## src/design/zynq_shell_pkg.sv

```systemverilog
package zynq_shell_pkg;

   // the PS drops the top two bits of the host window address
   localparam int host_addr_width_lp = 30;

   // accelerator physical and PS DRAM addresses
   localparam int bp_addr_width_lp = 32;

   // register bus
   localparam int csr_data_width_lp = 32;
   localparam int csr_addr_width_lp = 3;

   // register word indices
   localparam logic [csr_addr_width_lp-1:0] csr_reset_idx_lp      = 3'd0;
   localparam logic [csr_addr_width_lp-1:0] csr_dram_valid_idx_lp = 3'd1;
   localparam logic [csr_addr_width_lp-1:0] csr_dram_base_idx_lp  = 3'd2;
   // first of the profile words, the rest follow in order
   localparam logic [csr_addr_width_lp-1:0] csr_profile_idx_lp    = 3'd3;

   // accelerator DRAM starts here, removed with an xor
   localparam logic [bp_addr_width_lp-1:0] dram_flip_lp = 32'h8000_0000;

   // one profile bit per 8 MB region
   localparam int profile_regions_lp = 128;
   localparam int profile_lsb_lp = 23;
   localparam int profile_idx_width_lp = $clog2(profile_regions_lp);

   // profile as seen through the register bus
   localparam int profile_words_lp = profile_regions_lp / csr_data_width_lp;
   localparam int profile_sel_width_lp = $clog2(profile_words_lp);

   // request from the PS general purpose window
   typedef struct packed {
      logic [host_addr_width_lp-1:0] addr;
      logic                          write;
   } host_req_t;

   // request in accelerator or PS DRAM address space
   typedef struct packed {
      logic [bp_addr_width_lp-1:0] addr;
      logic                        write;
   } bp_req_t;

endpackage

```

## src/design/dram_cfg_if.sv

```systemverilog
`timescale 1ns/1ns

interface dram_cfg_if
   import zynq_shell_pkg::*;
   ();

   // PS allocated DRAM base and the flag that it is valid
   logic [bp_addr_width_lp-1:0]   dram_base;
   logic                          dram_valid;

   // accelerator reset, low true
   logic                          accel_reset_n;

   // touched region bitmap
   logic [profile_regions_lp-1:0] profile;

   modport csr (
      output dram_base
      , output dram_valid
      , output accel_reset_n
      , input  profile
   );

   modport dram (
      input    dram_base
      , input  dram_valid
      , input  accel_reset_n
      , output profile
   );

endinterface

```

## src/design/addr_slice.sv

```systemverilog
`timescale 1ns/1ns

module addr_slice
   #(parameter type payload_t = logic)
   (input  logic      clk_i
    , input  logic     rst_n_i

    , input  logic     in_valid_i
    , output logic     in_ready_o
    , input  payload_t in_data_i

    , output logic     out_valid_o
    , input  logic     out_ready_i
    , output payload_t out_data_o
    );

   payload_t   mem_r [2];
   logic [1:0] count_r;
   logic [1:0] count_n;
   logic       wr_ptr_r;
   logic       rd_ptr_r;
   logic       ready_r;
   logic       push;
   logic       pop;

   assign push = in_valid_i & ready_r;
   assign pop  = out_valid_o & out_ready_i;

   assign count_n = count_r + {1'b0, push} - {1'b0, pop};

   always_ff @(posedge clk_i or negedge rst_n_i) begin
      if (!rst_n_i) begin
         count_r  <= '0;
         wr_ptr_r <= 1'b0;
         rd_ptr_r <= 1'b0;
         ready_r  <= 1'b1;
      end else begin
         count_r <= count_n;
         // ready only drops once both entries hold data
         ready_r <= (count_n != 2'd2);
         if (push)
            wr_ptr_r <= ~wr_ptr_r;
         if (pop)
            rd_ptr_r <= ~rd_ptr_r;
      end
   end

   always_ff @(posedge clk_i) begin
      if (push)
         mem_r[wr_ptr_r] <= in_data_i;
   end

   assign in_ready_o  = ready_r;
   assign out_valid_o = (count_r != 2'd0);
   assign out_data_o  = mem_r[rd_ptr_r];

   // a stalled output keeps its entry
   assert property (@(posedge clk_i) disable iff (!rst_n_i)
      out_valid_o && !out_ready_i |=> out_valid_o && (out_data_o == $past(out_data_o)));

endmodule

```

## src/design/dram_rebase.sv

```systemverilog
`timescale 1ns/1ns

module dram_rebase
   import zynq_shell_pkg::*;
   (input  logic     clk_i
    , input  logic    rst_n_i

    , input  logic    req_valid_i
    , output logic    req_ready_o
    , input  bp_req_t req_i

    , output logic    hp_valid_o
    , input  logic    hp_ready_i
    , output bp_req_t hp_req_o

    , dram_cfg_if.dram cfg
    );

   bp_req_t rebased_req;
   logic    slice_ready;
   logic    accept;

   // nothing goes out until the PS has allocated DRAM
   assign req_ready_o = slice_ready & cfg.dram_valid;
   assign accept      = req_valid_i & req_ready_o;

   // the slice captures the base in force at acceptance
   assign rebased_req.addr  = (req_i.addr ^ dram_flip_lp) + cfg.dram_base;
   assign rebased_req.write = req_i.write;

   addr_slice
      #(.payload_t(bp_req_t))
      u_slice
      (.clk_i       (clk_i)
       ,.rst_n_i    (rst_n_i)
       ,.in_valid_i (req_valid_i & cfg.dram_valid)
       ,.in_ready_o (slice_ready)
       ,.in_data_i  (rebased_req)
       ,.out_valid_o(hp_valid_o)
       ,.out_ready_i(hp_ready_i)
       ,.out_data_o (hp_req_o)
       );

   // profile the accelerator view of the address
   mem_profiler u_profiler
      (.clk_i   (clk_i)
       ,.rst_n_i(rst_n_i)
       ,.hit_i  (accept)
       ,.addr_i (req_i.addr)
       ,.cfg    (cfg)
       );

endmodule

```

## src/design/host_window.sv

```systemverilog
`timescale 1ns/1ns

module host_window
   import zynq_shell_pkg::*;
   (input  logic       clk_i
    , input  logic      rst_n_i

    , input  logic      host_valid_i
    , output logic      host_ready_o
    , input  host_req_t host_req_i

    , output logic      acc_valid_o
    , input  logic      acc_ready_i
    , output bp_req_t   acc_req_o
    );

   bp_req_t xlat_req;

   // window 0 lands in accelerator DRAM at 0x8000_0000
   // window 2 lands in accelerator local space at 0x0000_0000
   assign xlat_req.addr  = {~host_req_i.addr[29], 3'b000, host_req_i.addr[27:0]};
   assign xlat_req.write = host_req_i.write;

   addr_slice
      #(.payload_t(bp_req_t))
      u_slice
      (.clk_i       (clk_i)
       ,.rst_n_i    (rst_n_i)
       ,.in_valid_i (host_valid_i)
       ,.in_ready_o (host_ready_o)
       ,.in_data_i  (xlat_req)
       ,.out_valid_o(acc_valid_o)
       ,.out_ready_i(acc_ready_i)
       ,.out_data_o (acc_req_o)
       );

endmodule

```

## src/design/mem_profiler.sv

```systemverilog
`timescale 1ns/1ns

module mem_profiler
   import zynq_shell_pkg::*;
   (input  logic                         clk_i
    , input  logic                        rst_n_i
    , input  logic                        hit_i
    , input  logic [bp_addr_width_lp-1:0] addr_i
    , dram_cfg_if.dram                    cfg
    );

   logic [profile_regions_lp-1:0]   profile_r;
   logic [profile_idx_width_lp-1:0] region;

   // 8 MB regions, upper address bits above 29 are not tracked
   assign region = addr_i[profile_lsb_lp +: profile_idx_width_lp];

   always_ff @(posedge clk_i or negedge rst_n_i) begin
      if (!rst_n_i) begin
         profile_r <= '0;
      end else if (!cfg.accel_reset_n) begin
         // a fresh run starts with an empty map
         profile_r <= '0;
      end else if (hit_i) begin
         profile_r[region] <= 1'b1;
      end
   end

   assign cfg.profile = profile_r;

   // once the accelerator has sat in reset for a cycle the map is empty
   assert property (@(posedge clk_i) disable iff (!rst_n_i)
      !$past(cfg.accel_reset_n) |-> (cfg.profile == '0));

endmodule

```

## src/design/shell_csr.sv

```systemverilog
`timescale 1ns/1ns

module shell_csr
   import zynq_shell_pkg::*;
   (input  logic                          clk_i
    , input  logic                         rst_n_i

    , input  logic                         csr_req_valid_i
    , input  logic                         csr_req_write_i
    , input  logic [csr_addr_width_lp-1:0] csr_req_addr_i
    , input  logic [csr_data_width_lp-1:0] csr_req_wdata_i
    , output logic                         csr_req_ready_o

    , output logic                         csr_resp_valid_o
    , output logic [csr_data_width_lp-1:0] csr_resp_data_o
    , input  logic                         csr_resp_ready_i

    , dram_cfg_if.csr                      cfg
    );

   logic                                                accel_reset_n_r;
   logic                                                dram_valid_r;
   logic [bp_addr_width_lp-1:0]                         dram_base_r;
   logic                                                resp_valid_r;
   logic [csr_data_width_lp-1:0]                        resp_data_r;
   logic [csr_data_width_lp-1:0]                        rdata;
   logic [profile_words_lp-1:0][csr_data_width_lp-1:0] profile_words;
   logic [profile_sel_width_lp-1:0]                     profile_sel;
   logic                                                req_accept;

   assign csr_req_ready_o = ~resp_valid_r;
   assign req_accept      = csr_req_valid_i & csr_req_ready_o;

   // word 0 holds the lowest regions
   assign profile_words = cfg.profile;
   assign profile_sel   = profile_sel_width_lp'(csr_req_addr_i - csr_profile_idx_lp);

   always_comb begin
      rdata = '0;
      case (csr_req_addr_i)
         csr_reset_idx_lp:      rdata[0] = accel_reset_n_r;
         csr_dram_valid_idx_lp: rdata[0] = dram_valid_r;
         csr_dram_base_idx_lp:  rdata = dram_base_r;
         default: begin
            if (csr_req_addr_i >= csr_profile_idx_lp
                && csr_req_addr_i < csr_profile_idx_lp + profile_words_lp)
               rdata = profile_words[profile_sel];
         end
      endcase
   end

   always_ff @(posedge clk_i or negedge rst_n_i) begin
      if (!rst_n_i) begin
         accel_reset_n_r <= 1'b0;
         dram_valid_r    <= 1'b0;
         dram_base_r     <= '0;
         resp_valid_r    <= 1'b0;
      end else begin
         if (req_accept) begin
            resp_valid_r <= 1'b1;
         end else if (csr_resp_ready_i) begin
            resp_valid_r <= 1'b0;
         end
         // writes past the base register land nowhere
         if (req_accept && csr_req_write_i) begin
            case (csr_req_addr_i)
               csr_reset_idx_lp:      accel_reset_n_r <= csr_req_wdata_i[0];
               csr_dram_valid_idx_lp: dram_valid_r    <= csr_req_wdata_i[0];
               csr_dram_base_idx_lp:  dram_base_r     <= csr_req_wdata_i;
               default: ;
            endcase
         end
      end
   end

   // writes answer with zero
   always_ff @(posedge clk_i) begin
      if (req_accept)
         resp_data_r <= csr_req_write_i ? '0 : rdata;
   end

   assign csr_resp_valid_o = resp_valid_r;
   assign csr_resp_data_o  = resp_data_r;

   assign cfg.accel_reset_n = accel_reset_n_r;
   assign cfg.dram_valid    = dram_valid_r;
   assign cfg.dram_base     = dram_base_r;

   // a second request waits for the response handshake
   assert property (@(posedge clk_i) disable iff (!rst_n_i)
      req_accept |=> csr_resp_valid_o && !req_accept);

endmodule

```

## src/design/zynq_shell_top.sv

```systemverilog
`timescale 1ns/1ns

module zynq_shell_top
   import zynq_shell_pkg::*;
   (input  logic                          clk_i
    , input  logic                         rst_n_i

    // PS register bus
    , input  logic                         csr_req_valid_i
    , input  logic                         csr_req_write_i
    , input  logic [csr_addr_width_lp-1:0] csr_req_addr_i
    , input  logic [csr_data_width_lp-1:0] csr_req_wdata_i
    , output logic                         csr_req_ready_o
    , output logic                         csr_resp_valid_o
    , output logic [csr_data_width_lp-1:0] csr_resp_data_o
    , input  logic                         csr_resp_ready_i

    // PS general purpose window
    , input  logic                          host_valid_i
    , input  logic [host_addr_width_lp-1:0] host_addr_i
    , input  logic                          host_write_i
    , output logic                          host_ready_o

    // translated host requests into the accelerator
    , output logic                        acc_valid_o
    , output logic [bp_addr_width_lp-1:0] acc_addr_o
    , output logic                        acc_write_o
    , input  logic                        acc_ready_i

    // accelerator DRAM requests
    , input  logic                        dram_req_valid_i
    , input  logic [bp_addr_width_lp-1:0] dram_req_addr_i
    , input  logic                        dram_req_write_i
    , output logic                        dram_req_ready_o

    // rebased requests to the PS HP port
    , output logic                        hp_valid_o
    , output logic [bp_addr_width_lp-1:0] hp_addr_o
    , output logic                        hp_write_o
    , input  logic                        hp_ready_i

    , output logic                        accel_reset_n_o
    );

   host_req_t host_req;
   bp_req_t   acc_req;
   bp_req_t   dram_req;
   bp_req_t   hp_req;

   dram_cfg_if u_cfg ();

   assign host_req = '{addr: host_addr_i, write: host_write_i};
   assign dram_req = '{addr: dram_req_addr_i, write: dram_req_write_i};

   assign acc_addr_o  = acc_req.addr;
   assign acc_write_o = acc_req.write;
   assign hp_addr_o   = hp_req.addr;
   assign hp_write_o  = hp_req.write;

   assign accel_reset_n_o = u_cfg.accel_reset_n;

   shell_csr u_csr
      (.clk_i            (clk_i)
       ,.rst_n_i         (rst_n_i)
       ,.csr_req_valid_i (csr_req_valid_i)
       ,.csr_req_write_i (csr_req_write_i)
       ,.csr_req_addr_i  (csr_req_addr_i)
       ,.csr_req_wdata_i (csr_req_wdata_i)
       ,.csr_req_ready_o (csr_req_ready_o)
       ,.csr_resp_valid_o(csr_resp_valid_o)
       ,.csr_resp_data_o (csr_resp_data_o)
       ,.csr_resp_ready_i(csr_resp_ready_i)
       ,.cfg             (u_cfg)
       );

   host_window u_host_window
      (.clk_i        (clk_i)
       ,.rst_n_i     (rst_n_i)
       ,.host_valid_i(host_valid_i)
       ,.host_ready_o(host_ready_o)
       ,.host_req_i  (host_req)
       ,.acc_valid_o (acc_valid_o)
       ,.acc_ready_i (acc_ready_i)
       ,.acc_req_o   (acc_req)
       );

   dram_rebase u_dram_rebase
      (.clk_i       (clk_i)
       ,.rst_n_i    (rst_n_i)
       ,.req_valid_i(dram_req_valid_i)
       ,.req_ready_o(dram_req_ready_o)
       ,.req_i      (dram_req)
       ,.hp_valid_o (hp_valid_o)
       ,.hp_ready_i (hp_ready_i)
       ,.hp_req_o   (hp_req)
       ,.cfg        (u_cfg)
       );

endmodule

```

## config.mk

```make
export PLATFORM = sky130hd
export DESIGN_NAME = zynq_shell_top
export DESIGN_NICKNAME = d
export VERILOG_FILES = /design/src/design/zynq_shell_pkg.sv /design/src/design/dram_cfg_if.sv /design/src/design/addr_slice.sv /design/src/design/dram_rebase.sv /design/src/design/host_window.sv /design/src/design/mem_profiler.sv /design/src/design/shell_csr.sv /design/src/design/zynq_shell_top.sv
export SDC_FILE = /design/constraint.sdc
export NUM_CORES = 1
export LEC_CHECK = 0
export BUFFER_PORTS_ARGS = -buffer_cell sky130_fd_sc_hd__buf_2
export CORE_ASPECT_RATIO = 0.8
export CORE_MARGIN = 3
export CORE_UTILIZATION = 56
export DETAILED_ROUTE_END_ITERATION = 7
export HOLD_SLACK_MARGIN = 0.1
export PLACE_DENSITY = 0.87
export SLEW_MARGIN = 5
export SYNTH_ARGS = -nofsm -noshare
export SYNTH_HDL_FRONTEND = slang
export SYNTH_SLANG_ARGS = --single-unit
export TNS_END_PERCENT = 100
```

## constraint.sdc

```tcl
create_clock -name clk_i -period 6.5 [get_ports clk_i]
set_input_delay 0.65 -clock clk_i [delete_from_list [all_inputs] [get_ports clk_i]]
set_output_delay 0.65 -clock clk_i [all_outputs]
set_load 0.02 [all_outputs]
```

==> Flow_metrics.wiki <==
{| class="wikitable"
! Metric !! Value
|-
| Outcome || finished, final reports clean
|-
| Overall track demand over capacity in global routing || 25.9%
|-
| Hold buffer count at CTS || 0
|-
| Detailed-placement wirelength estimate || around 26 mm
|-
| RSZ-0062 raised after global routing || false
|-
| Max-cap violation count || 0
|-
| Timing startpoint of the critical path || u_csr.cfg.dram_base[0]
|-
| Finish-stage setup viols || 0
|-
| GP Congestion || 0.909
|-
| Fillcell total || 1791
|-
| Most area-hungry cell type in the Yosys netlist || sky130_fd_sc_hd__edfxtp_1
|-
| Cell breakdown of the critical path || ha_1 > fa_1 > a21o_2 > a31o_1 > a221oi_4 > o21bai_2 > a21oi_2 > o31ai_1 > xor2_1
|-
| Proportion of register bits with asynchronous set or reset after synthesis || 52.3%
|-
| Resized cells post-CTS || 0
|-
| Post-synthesis average cell area || roughly 13 µm²
|-
| Critical Path Sink Type || register
|-
| Ratio of final minimum period to clock period || 46.8%
|-
| Highest routed layer || met4
|-
| Area added between synthesis and finish || 16.1%
|-
| Most frequent cells in the layout || sky130_fd_sc_hd__buf_2, sky130_fd_sc_hd__dfrtp_1, sky130_fd_sc_hd__nor2_1, sky130_fd_sc_hd__edfxtp_1, sky130_fd_sc_hd__mux2_2
|-
| Iteration count of the initial detailed-routing pass || 5
|-
| Ranking of synthesized cells by area || sky130_fd_sc_hd__edfxtp_1, sky130_fd_sc_hd__dfrtp_1, sky130_fd_sc_hd__mux2_2, sky130_fd_sc_hd__mux4_2, sky130_fd_sc_hd__o21a_1
|-
| Post-synthesis instance area || 15300 µm²
|-
| Area share of the leading cell type in the synthesized netlist || approximately 31%
|-
| Clk sinks || ~330
|-
| Number of nets with antenna violations after detailed routing || 0
|-
| Most used flip-flop cell after synthesis || sky130_fd_sc_hd__dfrtp_1
|-
| End of the critical path || u_dram_rebase.u_slice.mem_r[0][31]
|-
| Maximum fanout encountered on the critical timing path || 5
|-
| Standby leakage power || 7.27 nW
|-
| Global-route wire length before repair || 59.3 mm
|-
| Final max-slew violation count || 0
|-
| Core region area || 26600 µm²
|-
| Endpoint of the worst register-to-register path || u_dram_rebase.u_slice.mem_r[0][31]
|-
| Die width || 191 µm
|-
| CTS buffer count || 35
|-
| Worst stage delay on the critical path || 480 ps
|-
| Standard cell area after detailed placement || 16600 µm²
|-
| Post-layout net count || between 1.5k and 2k
|-
| Worst Reg2Reg Path Length in Cells || 9
|-
| Met3 routed WL || 3.38 mm
|-
| Portion of the post-synthesis area used by sequential elements || 59.4%
|-
| Data required, critical path || 6730 ps
|-
| Number of instances in the synthesized netlist || 1189
|-
| DR WL met2 || 18.8 mm
|-
| Peak supply drop || 0.243 mV
|-
| Crit start category || register
|-
| Pin count of the biggest net entering global routing || 132
|-
| Slew at the pin with the worst max-slew slack || 1270 ps
|-
| Area of the die || 29300 µm²
|-
| Max Clock Freq || 328 MHz
|-
| Critical register-to-register path startpoint || u_csr.cfg.dram_base[0]
|-
| Total routed wire length on the met1 layer || ~15 mm
|-
| Kind of critical path || reg2reg
|-
| CTS root buf || sky130_fd_sc_hd__clkbuf_16
|-
| Die height || 154 µm
|-
| DRC violation count after routing || 0
|-
| Synthesis warning total || 0
|-
| Insertion delay of the later-clocked pin in the worst-skew pair || 530 ps
|-
| Wire per inst || 21.7 µm
|-
| Total Routed Length || 38.4 mm
|-
| Initial antenna violation count || 2
|-
| Data arrival time of the worst path || 3280 ps
|-
| Number of enable flip-flop cells after synthesis || 158
|-
| Iteration-0 DRC Markers || 1265
|-
| Clock edge transition at the registers on the reported setup and hold paths || 60 ps
|-
| Count of distinct cell types in the synthesized netlist || 63
|-
| Longest Clk Path Bufs || 3
|-
| Number of placed I/O pins || 213
|-
| Fraction of final layout cells sized beyond drive strength 1 || 30.2%
|-
| PortBufs || between 200 and 250
|-
| Synth Register Bits || 331
|-
| Core Rows || 53
|-
| Setup slack of the worst register-to-register path || approximately 3500 ps
|-
| Layout Skew || about 30 ps
|-
| Commonest non-fill, non-tap cell in the layout || sky130_fd_sc_hd__buf_2
|-
| Maximum level of the CTS H-tree || 2
|-
| Final Hold Violating Endpoints || 0
|-
| CTS tree || yes
|-
| Type of the worst min-delay path || in2async
|-
| Global-route congestion overflow total || 0
|-
| Areal power density over the cells || roughly 360 nW/µm²
|-
| Vias per inst || ~6.0
|-
| Total via count after detailed routing || around 11k
|-
| Via count of the first global-routing pass || 10.8k
|-
| Shortest clock period the worst path allows after layout || 3040 ps
|-
| Post-CTS Setup Bufs || 0
|-
| Setup total negative slack || 0 ps
|-
| Max_slew headroom || 15.1%
|-
| Initial Util || 57.5%
|-
| Final non-filler cell area || 17700 µm²
|-
| Critical-path cell with the highest stage delay || sky130_fd_sc_hd__dfrtp_1
|}
-- metrics by stage --
stage / hold WS (ps) / utilization [%] / setup WS (ps) / std cells / power, mW
after floorplan: 354 / - / 3140 / 1191 / 3.91
after global placement: 467 / 62.6 / 3100 / 1702 / 4.36
after detailed placement: 474 / 62.6 / 3010 / 1702 / 4.43
after CTS: 246 / 66.7 / 3460 / 1766 / 6.32
after global routing: 258 / 66.7 / 3350 / 1768 / 6.56
final: 187 / 66.7 / 3460 / 1768 / 6.32
-- power breakdown --
group	switching (mW)	internal (mW)	total [mW]
clock network	0.789	1.10	1.88
registers	0.196	2.53	2.73
logic	1.03	0.673	1.70
total	2.02	4.30	6.32
-- cell usage after synthesis, types with 6 or more instances --
cell type and count:
sky130_fd_sc_hd__dfrtp_1 171, sky130_fd_sc_hd__nor2_1 163, sky130_fd_sc_hd__edfxtp_1 158, sky130_fd_sc_hd__mux2_2 97, sky130_fd_sc_hd__o21a_1 95, sky130_fd_sc_hd__a21oi_1 58, sky130_fd_sc_hd__clkbuf_1 46, sky130_fd_sc_hd__nor2b_1 46
sky130_fd_sc_hd__nand2_1 45, sky130_fd_sc_hd__ha_1 39, sky130_fd_sc_hd__mux4_2 32, sky130_fd_sc_hd__a22oi_1 31, sky130_fd_sc_hd__xnor2_1 20, sky130_fd_sc_hd__nand3_1 17, sky130_fd_sc_hd__xor2_1 17, sky130_fd_sc_hd__o21ai_0 16
sky130_fd_sc_hd__buf_2 14, sky130_fd_sc_hd__inv_1 13, sky130_fd_sc_hd__nand2b_1 9, sky130_fd_sc_hd__nor3_1 8, sky130_fd_sc_hd__a31oi_1 6, sky130_fd_sc_hd__and2_1 6, sky130_fd_sc_hd__and3_1 6
-- flip-flops by register name, indices dropped and copies added (netlist names), 2 cells and up --
| register | count |
|---|---|
| u_dram_rebase.u_slice.mem_r | 66 |
| u_host_window.u_slice.mem_r | 60 |
| u_dram_rebase.u_profiler.cfg.profile | 128 |
| u_dram_rebase.u_slice.count_r | 2 |
| u_host_window.u_slice.count_r | 2 |
| u_csr.csr_resp_data_o | 32 |
| u_csr.cfg.dram_base | 32 |
-- routing by layer --
layer	global-route usage, %	up-vias
li1	-	4730
met3	4.90	76
met5	0	-
met4	8.73	0
met2	41.7	542
met1	36.0	5347
-- final cells by class --
class / instances / area, µm² / share of cell area (%)
sequential: 331 / 9080 / 51.2
multi-input combinational: 781 / 5920 / 33.4
timing repair buffer: 220 / 1140 / 6.41
clock buffer: 52 / 1020 / 5.76
tap: 357 / 447 / 2.52
clock inverter: 12 / 77.6 / 0.437
inverter: 13 / 48.8 / 0.275
antenna: 2 / 5.00 / 0.0282
-- how the worst min path moves through the flow --
stage | start | to | slack (ps) | cells after the start
after floorplan | rst_n_i | u_csr.cfg.accel_reset_n | 350 | 0
after global placement | u_dram_rebase.u_profiler.cfg.profile[22] | u_dram_rebase.u_profiler.cfg.profile[22] | 470 | 1
after detailed placement | u_dram_rebase.u_profiler.cfg.profile[75] | u_dram_rebase.u_profiler.cfg.profile[75] | 470 | 1
after CTS | rst_n_i | u_host_window.u_slice.count_r[1] | 250 | 1
after global routing | rst_n_i | u_host_window.u_slice.count_r[0] | 260 | 1
final | rst_n_i | u_host_window.u_slice.count_r[1] | 190 | 1
-- worst max-delay path: cells and delay by family, from the launching register on --
kind | cells | cell delay (ps)
adder cells (fa/ha/maj) | 2 | 670
flip-flops | 1 | 480
XOR/XNOR | 1 | 180
AO/OA/AOI/OAI | 6 | 1430
-- cells by family (layout without fill, tap and decap cells) --
| group | after synthesis | in the layout | share of synthesized area, % |
|---|---|---|---|
| AOI/OAI and AO/OA | 254 | 254 | 11.6 |
| xor gates and xnor gates | 37 | 37 | 2.12 |
| adders and majority gates | 40 | 40 | 3.32 |
| buffers and inverters | 79 | 297 | 2.13 |
| DFF | 331 | 331 | 59.4 |
| muxes | 129 | 129 | 11.9 |
| other | 1 | 5 | 0.0245 |
| and+or+nand+nor | 318 | 318 | 9.54 |
Note: power is estimated with default switching activity, not from simulation.
